**config.mk**
```make
export PLATFORM = sky130hd
export DESIGN_NAME = reorder_commit
export DESIGN_NICKNAME = d
export VERILOG_FILES = /design/src/hdl/backend_cfg_pkg.sv /design/src/hdl/reorder_commit.sv
export SDC_FILE = /design/constraint.sdc
export NUM_CORES = 1
export LEC_CHECK = 0
export BUFFER_PORTS_ARGS = -buffer_cell sky130_fd_sc_hd__buf_2
export CAP_MARGIN = 20
export CORE_MARGIN = 5
export CORE_UTILIZATION = 54
export DETAILED_ROUTE_END_ITERATION = 6
export PLACE_DENSITY = 0.74
export SLEW_MARGIN = 10
export SYNTH_ARGS = -nofsm -noshare
export SYNTH_HDL_FRONTEND = slang
export SYNTH_SLANG_ARGS = --single-unit
```
**constraint.sdc**
```tcl
create_clock -name i_clk -period 5.8 [get_ports i_clk]
set_clock_uncertainty 0.1 [all_clocks]
set_input_delay 0.58 -clock i_clk [delete_from_list [all_inputs] [get_ports i_clk]]
set_output_delay 0.58 -clock i_clk [all_outputs]
set_load 0.1 [all_outputs]
```
**src/hdl/backend_cfg_pkg.sv**
```systemverilog
`default_nettype none

package backend_cfg_pkg;

	// datapath width
	localparam int XLEN = 64;

	// architectural register file
	localparam int REG_NUM = 32;
	localparam int REG_AW  = $clog2(REG_NUM);

	// reorder buffer, depth must stay a power of two
	localparam int ROB_DEPTH = 8;
	localparam int ROB_AW    = $clog2(ROB_DEPTH);

endpackage

`default_nettype wire

```
**src/hdl/reorder_commit.sv**
```systemverilog
`timescale 1ns/1ps
`default_nettype none

module reorder_commit (
	input  wire                                 i_clk,
	input  wire                                 i_rst,
	input  wire                                 i_alloc,
	input  wire [backend_cfg_pkg::REG_AW-1:0]   i_alloc_rd,
	input  wire                                 i_add_valid,
	input  wire [backend_cfg_pkg::ROB_AW-1:0]   i_add_tag,
	input  wire [backend_cfg_pkg::XLEN-1:0]     i_add_res,
	input  wire                                 i_lc_valid,
	input  wire [backend_cfg_pkg::ROB_AW-1:0]   i_lc_tag,
	input  wire [backend_cfg_pkg::XLEN-1:0]     i_lc_res,
	output logic                                o_full,
	output logic [backend_cfg_pkg::ROB_AW-1:0]  o_tail_tag,
	output logic                                o_commit_valid,
	output logic [backend_cfg_pkg::REG_AW-1:0]  o_commit_rd,
	output logic [backend_cfg_pkg::XLEN-1:0]    o_commit_data
);

	import backend_cfg_pkg::*;

	logic [REG_AW-1:0]    rob_rd  [ROB_DEPTH];
	logic [XLEN-1:0]      rob_res [ROB_DEPTH];
	logic [ROB_DEPTH-1:0] done;
	logic [ROB_AW-1:0]    head;
	logic [ROB_AW-1:0]    tail;
	logic [ROB_AW:0]      count;
	logic                 retire;

	// head retires once its result is back
	assign retire = (count != '0) && done[head];

	assign o_full     = (count == ROB_DEPTH);
	assign o_tail_tag = tail;

	assign o_commit_valid = retire;
	assign o_commit_rd    = rob_rd[head];
	assign o_commit_data  = rob_res[head];

	always_ff @(posedge i_clk) begin
		if (i_rst) begin
			head  <= '0;
			tail  <= '0;
			count <= '0;
		end else begin
			if (i_alloc) begin
				tail <= tail + 1'b1;
			end
			if (retire) begin
				head <= head + 1'b1;
			end
			case ({i_alloc, retire})
				2'b10:   count <= count + 1'b1;
				2'b01:   count <= count - 1'b1;
				default: count <= count;
			endcase
		end
	end

	// tags in flight never equal the free tail slot
	always_ff @(posedge i_clk) begin
		if (i_rst) begin
			done <= '0;
		end else begin
			if (i_alloc) begin
				done[tail] <= 1'b0;
			end
			if (i_add_valid) begin
				done[i_add_tag] <= 1'b1;
			end
			if (i_lc_valid) begin
				done[i_lc_tag] <= 1'b1;
			end
		end
	end

	always_ff @(posedge i_clk) begin
		if (i_alloc) begin
			rob_rd[tail] <= i_alloc_rd;
		end
		if (i_add_valid) begin
			rob_res[i_add_tag] <= i_add_res;
		end
		if (i_lc_valid) begin
			rob_res[i_lc_tag] <= i_lc_res;
		end
	end

endmodule

`default_nettype wire

```
==> results of run 1 <==
state kept, by name, summed over array words and instances (netlist names), named ones only:
signal and flops:
rob_res 512, rob_rd 40, done 8, count 4, head 3, o_tail_tag 3
cell usage after synthesis (6+ instances only):
cell type  count
edfxtp_1     552
nand2_1        7
buf_2         55
o21a_1         6
mux2_1        33
o21ai_0        9
nand2b_1      11
mux4_2       136
nor2b_1       11
clkbuf_1      19
dfxtp_1       21
a21oi_1        8
buf_6         14
nor2_1        15
mux2_2       554
worst max-delay path: stages (launching register included):
cell and delay (ns):
dfxtp_4 0.98, buf_12 0.44, mux4_1 0.63, mux2_2 0.31, buf_2 0.30
final cells by class:
cell class                      count  area [um2]
Inverter                            5        21.3
Sequential cell                   573       17000
Clock inverter                     29         253
Tap cell                          680         851
Timing Repair Buffer              249        1380
Antenna cell                       18        45.0
Clock buffer                       79        1630
Multi-Input combinational cell    833       10500
Fill cell                        3758       19600
power groups by stage:
| stage | sequential [W] | clock [W] | combinational [W] |
|---|---|---|---|
| finish | 0.00490 | 0.00374 | 0.00147 |
| global route | 0.00492 | 0.00397 | 0.00155 |
| CTS | 0.00491 | 0.00379 | 0.00148 |
| detailed placement | 0.00499 | 0 | 0.00147 |
| global placement | 0.00498 | 0 | 0.00144 |
| floorplan | 0.00495 | 0 | 0.00113 |
stage by stage:
| step | cell area, um2 | std cells | total power, W | worst slack (ns) |
|---|---|---|---|---|
| final | 31700 | 2466 | 0.0101 | 1.81 |
| after global routing | 31700 | 2461 | 0.0104 | 1.57 |
| after CTS | 31700 | 2448 | 0.0102 | 1.69 |
| after detailed placement | 29800 | 2340 | 0.00646 | 2.36 |
| after global placement | 29800 | 2339 | 0.00642 | 2.35 |
| after floorplan | 28000 | 1508 | 0.00609 | 1.27 |
cell families after synthesis:
| group | share of synthesized area (%) |
|---|---|
| adders and majority gates | 0.223 |
| buffers and inverters | 2.10 |
| muxes | 34.9 |
| and+or+nand+nor | 1.24 |
| AOI/OAI and AO/OA | 0.697 |
| DFF | 60.7 |
| xor gates and xnor gates | 0.125 |
worst max-delay path by stage:
stage,from,end,slack (ns)
after floorplan,i_add_tag[0],rob_res[2][0]$_DFFE_PP_,1.27
after global placement,flip-flop,o_commit_data[43],2.35
after detailed placement,flip-flop,o_commit_data[5],2.36
after CTS,flip-flop,o_commit_data[5],1.69
after global routing,flip-flop,o_commit_data[43],1.57
final,flip-flop,o_commit_data[43],1.81
routing by layer:
metal  global-route usage (%)  routed length (um)  part of all wire, %
met1                     30.7               26800                   40
met5                        0                 121                 0.18
met2                     40.1               34400                   51
met4                     8.12                1720                  2.6
met3                     4.23                3800                  5.7
cells in the final DEF (no fill, tap or decap), types with 14 or more instances in the layout:
cell | netlist | final
clkbuf_1 | 19 | 14
buf_2 | 55 | 217
clkinv_1 | 0 | 14
dfxtp_1 | 21 | 18
mux2_1 | 33 | 33
nor2_1 | 15 | 15
mux2_2 | 554 | 554
mux4_2 | 136 | 136
diode_2 | 0 | 18
edfxtp_1 | 552 | 552
buf_4 | 5 | 28
clkbuf_16 | 0 | 61
==> flow_results.org, run 1 <==
** Logic synthesis
- Ranked by total cell area, the synthesized netlist is headed by edfxtp_1, mux2_2, mux4_2, dfxtp_1, mux2_1.
- Fraction of synthesized cell area taken by the top area cell type :: about three fifths
- Post-synth top flop :: edfxtp_1
- The share of the Yosys chip area taken by registers is between 60% and 70%.
- Share of async-settable or async-resettable flops after synthesis :: 0%
- After synthesis, the mean cell area works out to between 15 and 20 um2.
- Area leader, netlist :: edfxtp_1
- The synthesized netlist contains 44 unique library cells.
- Mapped Area :: around 28000 um2
- Cells after synthesis :: 1508
- During synthesis, Yosys emitted a total of 0 warnings.
- Synthesis inferred 573 register bits.
- Counting every net in the synthesized netlist gives 1657.
- Number of flops mapped to enable cells by yosys :: approximately 550

** Clocking
- No sink is reached through more buffers than the 3 on the longest clock path.
- Clock insertion delay at the later pin of the skew report :: ~0.6 ns
- Clk sinks :: ~570
- After clock tree synthesis, the setup repair step added 0 buffers.
- Post-CTS repair changed the size of 0 cells.
- Number of buffers inserted during clock tree synthesis :: 60
- TritonCTS built the clock tree.
- Number of H-tree levels :: 2
- The tree is rooted in a clkbuf_16.
- CTS clk-pin slew, worst paths :: ~0.06 ns
- Hold repair after CTS inserted 0 buffers.

** Power and ir drop
- Sequential share of power :: approximately half
- The share of total power dissipated in combinational logic is roughly 14%.
- Sw Share :: between 20% and 30%
- Reported leakage power :: ~10 nW
- IR analysis of the VDD net gives a maximum drop of between 0.2 and 0.25 mV.
- Switching power :: 0.00258 W
- Part of the total power dissipated in the clock network :: between 30% and 40%
- Internal power consumption :: approximately 0.0075 W
- Total power per unit cell area :: roughly 320 nW/um2

** Die
- The floorplan step defined a die boundary enclosing between 50000 and 60000 um2.
- Effective utilization at floorplan :: ~55%
- Die width :: 238 um
- Number of top-level pins :: about 220
- Die height :: ~240 um
- The floorplan has 83 rows.
- Core Footprint :: ~51000 um2

** Place
- Detailed placement ended at an HPWL of 38.1 mm.
- Total of buffers placed on input and output ports :: between 200 and 250
- Routability-driven placement finished with a final weighted congestion of around 0.76.

** Worst setup path
- RR Endpoint :: count[2]$_SDFFE_PP0P_
- Type of element capturing the critical path :: primary output
- Startpoint types :: flip-flop
- Number of cells on the worst reg-to-reg path :: 10
- CP Data Arrival Time :: between 3 and 4 ns
- WS Path Type :: flip-flop to primary output
- Across all register-to-register paths, the minimum setup slack is about 2.9 ns.
- Data on the critical path is required at its endpoint by between 5 and 6 ns.
- Worst reg2reg path startpoint :: head[0]$_SDFFE_PP0N_
- Of all nets on the critical path, the largest fanout is 47.

** Timing
- The worst pin sits at a relative slew slack of about 27%.
- Endpoints failing setup :: 0
- The final max-slew violation count came to 0.
- At the pin with the least slew margin, the transition time is 1.10 ns.
- For the finished layout, the period the worst path requires is about 4 ns.
- Hold is met by approximately 0.15 ns.
- Unrepaired setup endpoints after global routing :: no
- Setup_tns :: 0 ns
- Timing would allow up to between 200 and 300 MHz.
- Fraction of the cycle the final worst path needs :: between 60% and 70%
- Total count of hold-check failures in the final report :: 0

** Finish
- Layout overhead on the synthesized area :: 13.3%
- Final Net Count :: between 1500 and 2000
- Util after Layout :: about 62%
- Fraction of final layout cells sized beyond drive strength 1 :: between 50 and 60%

** Routing
- In this run the remaining antenna-violating nets after routing total 0.
- The first detailed-routing pass took 5 iterations.
- The routed design has ~67 mm of wire.
- DRC Markers :: 0
- In the final routed layout, each cell accounts on average for between 20 and 30 um.
- The final route contains between 15000 and 20000 vias.
- In this run, the number of DRC markers left after iteration 0 of detailed routing was roughly 1200.
- Dividing the detail-routed via count by the number of cells gives slightly above 6.

** Global routing
- The number of antenna violations at the first check in global routing came to 25.
- Number of global-route vias before repair :: between 15000 and 20000
- Entering global routing, the biggest net connects 62 pins.
- The first global-routing pass estimated slightly above 100 mm of wire.
- Global-route total usage across every layer :: between 20% and 30%
- Grt ovf :: 0

** Hold path
- The path with the worst hold slack has its endpoint at rob_rd[5][4]$_DFFE_PP_.
- Hold Crit Depth :: 1
- The startpoint identified for the worst hold timing path is i_alloc_rd[4].
- Hold crit path type :: primary input to flip-flop

** Run
- Max-Cap Viols :: 0

** Outcome
- The run finished with clean final reports.
Power figures use the tool's default switching activity.
==> inputs of run 2 (changes only) <==
Settings changed: ABC_AREA from default to 1, PLACE_DENSITY 0.74 to 0.71.
Clock period 5.8 ns to 3.9 ns, I/O delays scaled along.
==> run 2 against run 1 <==
  * Area after synthesis hardly changed
  * Sequential share of layout area up 0.80 points
  * Register-to-register slack lost 1.5 ns
  * Clock-buffer cell count decreased by 12
  * Non-clock buffer count grew 16
  * Via count is 48% higher
  * Critical path type unchanged
  * Largest power group unchanged
==> flow_results.org, run 2 <==
** Finish
- Fraction of final layout cells sized beyond drive strength 1 :: 11.6% (was 58.8%)
- The flip-flop count of the largest register, all copies and words added came to 512 (unchanged).
- Commonest non-fill, non-tap cells in the layout: nand2_1, o21ai_0, edfxtp_1 (was mux2_2, edfxtp_1, buf_2).
- The layout-stage area growth over the synthesis result was 11.7% (was 13.3%).
- The post-layout utilization of the core was 60.9% (was 61.8%).
- Top flop regs :: rob_res x512, rob_rd x40, done x8 (unchanged)
- The register ranked first by flip-flop count is rob_res (unchanged).
- The commonest non-fill, non-tap cell in the layout was nand2_1 (was mux2_2).
- Final Net Count :: 3201 (was 1871)

** Clocking
- Number of buffers inserted during clock tree synthesis :: 60 (unchanged)
- Number of H-tree levels :: 2 (unchanged)
- The post-CTS repair timing setup buffer count came to 0 (unchanged).
- The clock slew seen by the registers of the worst setup and hold paths came to 0.06 ns (about the same).
- The maximum root-to-sink buffer count was 3 (unchanged).
- Number of cells upsized or downsized after cts :: 0 (unchanged)
- The clock sink total was 573 (unchanged).
- Clock tree from TritonCTS :: built (unchanged)
- The cell at the root of the clock tree is clkbuf_16 (unchanged).
- The clock insertion delay at the later pin of the skew report is 0.61 ns (about the same).

** Place
- Post-DP HPWL :: 44.7 mm (was 38.1 mm)
- The weighted congestion at the end of routability-driven global placement came to 0.845 (was 0.762).
- The number of port buffers came to 217 (unchanged).

** Routing
- The via count of the routed design is 22500 (was 15200).
- Routed wirelength normalized by instance count :: 20.7 um (was 27.1 um)
- DR iter-0 viols :: 2485 (was 1163)
- Number of detailed-route iterations in the first pass :: 6 (was 5)
- The residual antenna-violating net count after detailed routing is 0 (unchanged).
- Via density per instance :: 5.95 (was 6.15)
- DRC Markers :: 0 (unchanged)
- Overall routed net length :: 78.2 mm (was 66.9 mm)

** Worst setup path
- The sort of element at the start of the critical path was a flip-flop (unchanged).
- Worst setup slack for register-to-register paths :: 1.33 ns (was 2.87 ns)
- The cell count of the worst reg-to-reg path came to 16 (was 10).
- RR Endpoint :: count[2]$_SDFFE_PP0P_ (unchanged)
- Worst reg2reg path startpoint :: head[0]$_SDFFE_PP0N_ (unchanged)
- The capture point of the critical path is o_commit_data[0] (was o_commit_data[43]).
- CP Data Arrival Time :: 2.93 ns (was 3.31 ns)
- WS Path Type :: flip-flop to primary output (unchanged)
- The highest net fanout along the worst path came to 91 (was 47).
- Type of element capturing the critical path :: primary output (unchanged)
- Worst endpoint required time :: 3.41 ns (was 5.12 ns)

** Global routing
- Number of global-route vias before repair :: 21400 (was 16400)
- Global-route total usage across every layer :: 26.9% (was 23.5%)
- Initial antenna violation count :: 9 (was 25)
- The residual overflow from global routing came to 0 (unchanged).
- Pin count of the biggest net entering global routing :: 178 (was 62)
- First-pass GRT wire length :: 120 mm (was 101 mm)

** Timing
- The measured slew at the worst slew-check pin was 0.896 ns (was 1.10 ns).
- Setup_tns :: 0 ns (unchanged)
- The number of endpoints with negative hold slack in the final report is 0 (unchanged).
- Fraction of the cycle the final worst path needs :: slightly below 90%
- Endpoints failing setup :: 0 (unchanged)
- The clock period could shrink to around 3.4 ns.
- Unrepaired setup endpoints after global routing: no (unchanged).
- Fmax :: ~290 MHz
- Number of slew-limit violations in the final report :: 0 (unchanged)
- The remaining max-slew budget at the tightest pin is 40.2% (was 26.9%).

** Die
- The overall die area was 56500 um2 (about the same).
- The width of the chip was 238 um (about the same).
- The vertical extent of the die is 238 um (about the same).
- The starting density of the core came to 54.5% (was 54.6%).
- The core footprint was 51300 um2 (unchanged).
- Number of top-level pins :: 218 (unchanged)
- The floorplan row count came to 83 (unchanged).

** Power and ir drop
- The net switching power was 0.00752 W (was 0.00258 W).
- Sw Share :: 39.2% (was 25.5%)
- Comb power frac :: 32.7% (was 14.5%)
- The cell-internal power is 0.0117 W (was 0.00752 W).
- Total power per unit cell area :: 615 nW/um2 (was 319 nW/um2)
- Reported leakage power :: 12.4 nW (was 10.5 nW)
- The sequential share of power is 38.3% (was 48.5%).
- Worst IR drop on VDD :: 0.611 mV (was 0.232 mV)
- Part of the total power dissipated in the clock network :: 29.0% (was 37.0%)

** Logic synthesis
- Avg Synthesized Cell Area :: 9.30 um2 (was 18.6 um2)
- The proportion of synthesized flip-flops having asynchronous set or reset was 0% (unchanged).
- Area leader, netlist :: edfxtp_1 (unchanged)
- Cells after synthesis :: 3009 (was 1508)
- Post-synth top flop :: edfxtp_1 (unchanged)
- Most common cell in the synthesized netlist :: nand2_1 (was mux2_2)
- The number of storage elements in the synthesis netlist is 573 (unchanged).
- The fraction of post-synthesis cell area in the top cell type by area is 59.2% (about the same).
- The number of enable flip-flop cells after synthesis is 552 (unchanged).
- The count of distinct cell types in the synthesized netlist was 26 (was 44).
- Top post-synthesis cells by area :: edfxtp_1, o21ai_0, nand2_1, nor2_1, o32ai_1 (was edfxtp_1, mux2_2, mux4_2, dfxtp_1, mux2_1)
- The synthesized net count came to 3158 (was 1657).
- Warning count from the yosys run :: 0 (unchanged)
- Commonest cells in the synthesized netlist :: nand2_1, o21ai_0, edfxtp_1 (was mux2_2, edfxtp_1, mux4_2)
- Mapped Area :: 28000 um2 (about the same)
- Proportion of synthesized chip area in sequential cells :: 60.7% (about the same)

** Outcome
- Status :: complete, no violations (unchanged)

** Run
- Max-Cap Viols :: 0 (unchanged)

** Hold path
- Hold crit path type :: primary input to flip-flop (unchanged)
## run 2: cell count changes in the layout (fill, tap and decap cells not counted), moves of 15 or more
cell,previous run,this run
mux4_2,136,0
nor2_1,15,455
mux2_1,33,0
buf_12,3,18
o21ai_0,5,659
mux2_2,554,0
o32ai_1,0,138
nand2_1,7,759
inv_1,3,90
## run 2: critical path: stages (launching register included)
cell	delay [ns]
dfxtp_4	0.38
inv_8	0.42
buf_12	0.34
nor2_1	0.07
o32ai_1	0.24
nand2_1	0.08
nand2_1	0.19
buf_2	0.46
## run 2: worst min-delay path by stage
stage / from / endpoint / slack (ns) / depth (start not counted)
after floorplan: done[7]$_SDFF_PP0_ / done[7]$_SDFF_PP0_ / 0.35 / 2
after global placement: done[7]$_SDFF_PP0_ / done[7]$_SDFF_PP0_ / 0.38 / 2
after detailed placement: done[5]$_SDFF_PP0_ / done[5]$_SDFF_PP0_ / 0.39 / 2
after CTS: i_add_res[28] / rob_res[4][28]$_DFFE_PP_ / 0.03 / 3
after global routing: i_add_res[59] / rob_res[3][59]$_DFFE_PP_ / 0.05 / 3
final: i_add_res[23] / rob_res[2][23]$_DFFE_PP_ / 0.05 / 3
## run 2: what timing repair did
| item | 4_1_cts | 5_1_grt |
|---|---|---|
| hold buffers | 7 | 0 |
| setup endpoints to repair | 0 | 0 |
| endpoints found under the hold margin | 43 | 0 |
## run 2: cell type report
type                    instances  area, um2
multi-input cells            2058       9450
clock buffers                  67       1550
diodes                          6       15.0
clock inverters                38        322
fillers                      4255      20100
flip-flops and latches        573      17000
repair buffers                265       1690
well taps                     680        851
inverters                      94        364
## run 2: power by group through the flow
stage	Clock [W]	Sequential (W)	Combinational, W
after floorplan	0	0.00742	0.00504
after global placement	0	0.00746	0.00616
after detailed placement	0	0.00748	0.00625
after CTS	0.00560	0.00735	0.00628
after global routing	0.00587	0.00738	0.00666
final	0.00557	0.00735	0.00628
## run 2: per-stage QoR
stage / total power [W] / std cells / setup slack, ns / cell area, um2 / hold slack (ns)
floorplan: 0.0125 / 3009 / 0.122 / 28000 / 0.354
global placement: 0.0136 / 3663 / 1.16 / 29300 / 0.379
CTS: 0.0192 / 3775 / 0.515 / 31200 / 0.0251
detailed placement: 0.0137 / 3663 / 1.11 / 29300 / 0.385
global route: 0.0199 / 3779 / 0.320 / 31200 / 0.0509
finish: 0.0192 / 3781 / 0.479 / 31200 / 0.0517
## run 2: per-layer routing
layer / track usage [%] / routed length (um) / vias to the layer above
met3: 4.61 / 7400 / 147
met1: 36.0 / 31000 / 10700
li1: - / - / 10500
met5: 0 / 48 / -
met2: 45.5 / 37800 / 1145
met4: 7.85 / 1940 / 8
## run 2: cells by family (layout without fill, tap and decap cells)
family / Yosys count / in the layout / share of synthesized area, %
other: 0 / 6 / 0
adder cells (fa/ha/maj): 5 / 5 / 0.224
buffers and inverters: 378 / 464 / 5.88
XOR/XNOR: 2 / 2 / 0.0626
AO/OA/AOI/OAI: 809 / 809 / 16.3
flip-flops: 573 / 573 / 60.7
AND/OR/NAND/NOR: 1242 / 1242 / 16.8
==> inputs of run 3 (changes only) <==
Settings changed: CELL_PAD_IN_SITES_DETAIL_PLACEMENT from default to 0, CELL_PAD_IN_SITES_GLOBAL_PLACEMENT from default to 1, CORE_UTILIZATION 54 to 47, PLACE_DENSITY 0.71 to 0.78.
==> run 3 against run 2 <==
  * Critical path depth shrank 1
  * Sequential power grew 0.8%
  * Critical path type unchanged
  * Clock-buffer cell count grew 12
  * Power grew 2.1%
  * Highest routed layer unchanged
  * Final cell count grew 2.9%
  * Critical endpoint is now o_commit_data[18]
  * Fmax shrank 2.4%
  * First-iteration DRC count shrank 19%
  * Die area grew 14%
  * Wire length grew 1.9%
  * Setup slack lost 0.083 ns
  * Via count shrank 2.6%
==> flow_results.org, run 3 (synthesis gave the netlist of run 2 again) <==
** Die
- The width of the chip was 254 um (was 238 um).
- The vertical extent of the die was 254 um (was 238 um).
- Number of top-level pins :: 218 (unchanged)
- The overall die area was 64500 um2 (was 56500 um2).
- Effective utilization at floorplan :: 47.4% (was 54.5%)
- Std cell rows :: 89 (was 83)
- The core footprint came to 59000 um2 (was 51300 um2).

** Finish
- Number of flip-flops under the largest register name :: 512 (unchanged)
- Final standard cell area without fillers :: 31600 um2 (was 31200 um2)
- Layout overhead on the synthesized area :: 12.8% (was 11.7%)
- Commonest non-fill, non-tap cells in the layout :: nand2_1, o21ai_0, edfxtp_1 (unchanged)
- Most frequent standard cell in the layout excluding fill and tap cells :: nand2_1 (unchanged)
- The final net count was 3212 (was 3201).
- The fraction of final layout cells sized beyond drive strength 1 is 12.1% (was 11.6%).
- Top flop regs: rob_res x512, rob_rd x40, done x8 (unchanged).
- The count of non-filler cells in the finished layout is 3890 (was 3781).
- The fill cell instance count of the final layout was 5296 (was 4255).
- The register ranked first by flip-flop count was rob_res (unchanged).

** Timing
- Fmax :: 285 MHz (was 292 MHz)
- Number of slew-limit violations in the final report :: 0 (unchanged)
- Endpoints failing setup :: 0 (unchanged)
- Total count of hold-check failures in the final report :: 0 (unchanged)
- Unrepaired setup endpoints after global routing :: no (unchanged)
- The setup TNS is 0 ns (unchanged).
- The final cycle utilization of the critical path is 89.8% (was 87.7%).
- The minimum clock period was 3.50 ns (was 3.42 ns).
- The remaining max-slew budget at the tightest pin is 35.7% (was 40.2%).
- The measured slew at the worst slew-check pin came to 0.965 ns (was 0.896 ns).

** Clocking
- The deepest level of the CTS H-tree came to 2 (unchanged).
- Maximum root-to-sink buffer count :: 3 (unchanged)
- The clock slew seen by the registers of the worst setup and hold paths came to 0.06 ns (about the same).
- The clock tree from TritonCTS was built (unchanged).
- Number of buffers inserted during clock tree synthesis :: 61 (was 60)
- The clock insertion delay at the later pin of the skew report is 0.61 ns (about the same).
- Number of hold buffers added after cts :: 7 (unchanged)
- The post-CTS repair timing setup buffer count came to 0 (unchanged).
- The post-cts repair resize count was 0 (unchanged).
- The cell at the root of the clock tree is clkbuf_16 (unchanged).
- Clk sinks :: 573 (unchanged)

** Routing
- DR iter-0 viols :: 2025 (was 2485)
- The number of search-and-repair iterations in the first detailed-routing pass was 5 (was 6).
- The residual antenna-violating net count after detailed routing was 0 (unchanged).
- DRC Markers :: 0 (unchanged)
- Vias after detailed routing :: 21900 (was 22500)
- The final routed wirelength across all metal layers was 79.7 mm (was 78.2 mm).
- The average wire per standard cell came to 20.5 um (was 20.7 um).
- Via density per instance :: 5.63 (was 5.95)

** Global routing
- Initial antenna violation count :: 5 (was 9)
- Number of global-route vias before repair :: 21500 (was 21400)
- The residual overflow from global routing came to 0 (unchanged).
- The largest net degree at the start of global routing is 142 (was 178).
- Global-route total usage across every layer :: 24.3% (was 26.9%)
- First-pass GRT wire length :: 123 mm (was 120 mm)

** Hold path
- The worst min-delay path startpoint is i_add_res[16] (was i_add_res[23]).
- The count of cells along the worst hold path is 3 (unchanged).
- Hold crit path type :: primary input to flip-flop (unchanged)
- The sink of the worst hold path is rob_res[5][16]$_DFFE_PP_ (was rob_res[2][23]$_DFFE_PP_).

** Power and ir drop
- Reported leakage power :: 12.5 nW (was 12.4 nW)
- The worst supply voltage drop on vdd was 0.526 mV (was 0.611 mV).
- The total power of the final layout came to 0.0196 W (was 0.0192 W).
- Total power per unit cell area :: 621 nW/um2 (was 615 nW/um2)

** Worst setup path
- The worst endpoint required time came to 3.41 ns (about the same).
- The type of the setup path with the least slack is flip-flop to primary output (unchanged).
- RR Endpoint :: count[2]$_SDFFE_PP0P_ (unchanged)
- The critical path endpoint category is a primary output (unchanged).
- The start of the worst register-to-register path is head[0]$_SDFFE_PP0N_ (unchanged).
- Maximum fanout along the worst path :: 62 (was 91)
- Startpoint types :: flip-flop (unchanged)
- CP Data Arrival Time :: 3.01 ns (was 2.93 ns)
- The register-to-register path setup slack is 1.42 ns (was 1.33 ns).
- The cell count of the worst reg-to-reg path came to 16 (unchanged).

** Outcome
- Status :: complete, no violations (unchanged)

** Run
- The number of violations of the max-capacitance limit is 0 (unchanged).

** Place
- Post-DP HPWL :: 46.8 mm (was 44.7 mm)
- The placed cell count came to 3766 (was 3663).
- Total of buffers placed on input and output ports :: 217 (unchanged)
- The placement-stage cell area was 29400 um2 (was 29300 um2).
- The weighted congestion at the end of routability-driven global placement is 0.779 (was 0.845).
==> run 3: cell count changes in the layout (fill, tap and decap cells not counted) <==
cell and change:
buf_12 -4, buf_4 +14, bufinv_16 +3, clkbuf_1 +9
clkbuf_16 +2, clkbuf_8 +1, clkinv_1 -11, clkinv_2 -1
clkinvlp_4 +5, inv_2 -1, inv_6 -1
==> run 3: worst max-delay path: stages (launching register included) <==
cell,delay (ns)
dfxtp_4,0.64
buf_4,0.63
nor2_1,0.11
o32ai_1,0.37
nand2_1,0.12
nand2_1,0.08
buf_2,0.42
==> run 3: metal layers <==
metal,share of wire [%],GRT usage (%),up-vias
li1,-,-,10500
met1,41,31.4,10500
met2,50,42.6,752
met3,6.7,3.70,120
met4,2.6,7.13,2
met5,0.016,0,-
==> run 3: per-stage QoR <==
stage | hold slack, ns | utilization, % | worst slack (ns)
finish | 0.0453 | 53.5 | 0.396
global route | 0.0373 | 53.4 | 0.159
CTS | 0.00868 | 53.4 | 0.341
detailed placement | 0.373 | 49.9 | 1.00
global placement | 0.371 | 49.9 | 1.05
floorplan | 0.354 | - | 0.122
==> run 3: worst max-delay path by stage <==
| stage | startpoint | to | depth (start not counted) |
|---|---|---|---|
| after floorplan | count[0]$_SDFFE_PP0P_ | o_full | 1 |
| after global placement | flip-flop | o_commit_data[59] | 6 |
| after detailed placement | flip-flop | o_commit_data[59] | 6 |
| after CTS | flip-flop | o_commit_data[59] | 6 |
| after global routing | flip-flop | o_commit_data[59] | 6 |
| final | flip-flop | o_commit_data[18] | 6 |
==> run 3: power breakdown <==
group | switching, W | internal (W)
combinational | 0.00497 | 0.00129
sequential | 0.000224 | 0.00719
clock | 0.00239 | 0.00355
total | 0.00758 | 0.0120
==> run 3: area by class of cell <==
class / instances / area (um2) / area share, %
Tap cell: 773 / 967 / 3.07
Antenna cell: 6 / 15.0 / 0.0476
Inverter: 94 / 365 / 1.16
Timing Repair Buffer: 275 / 1710 / 5.43
Clock inverter: 32 / 389 / 1.23
Multi-Input combinational cell: 2058 / 9450 / 29.9
Clock buffer: 79 / 1650 / 5.22
Sequential cell: 573 / 17000 / 53.9
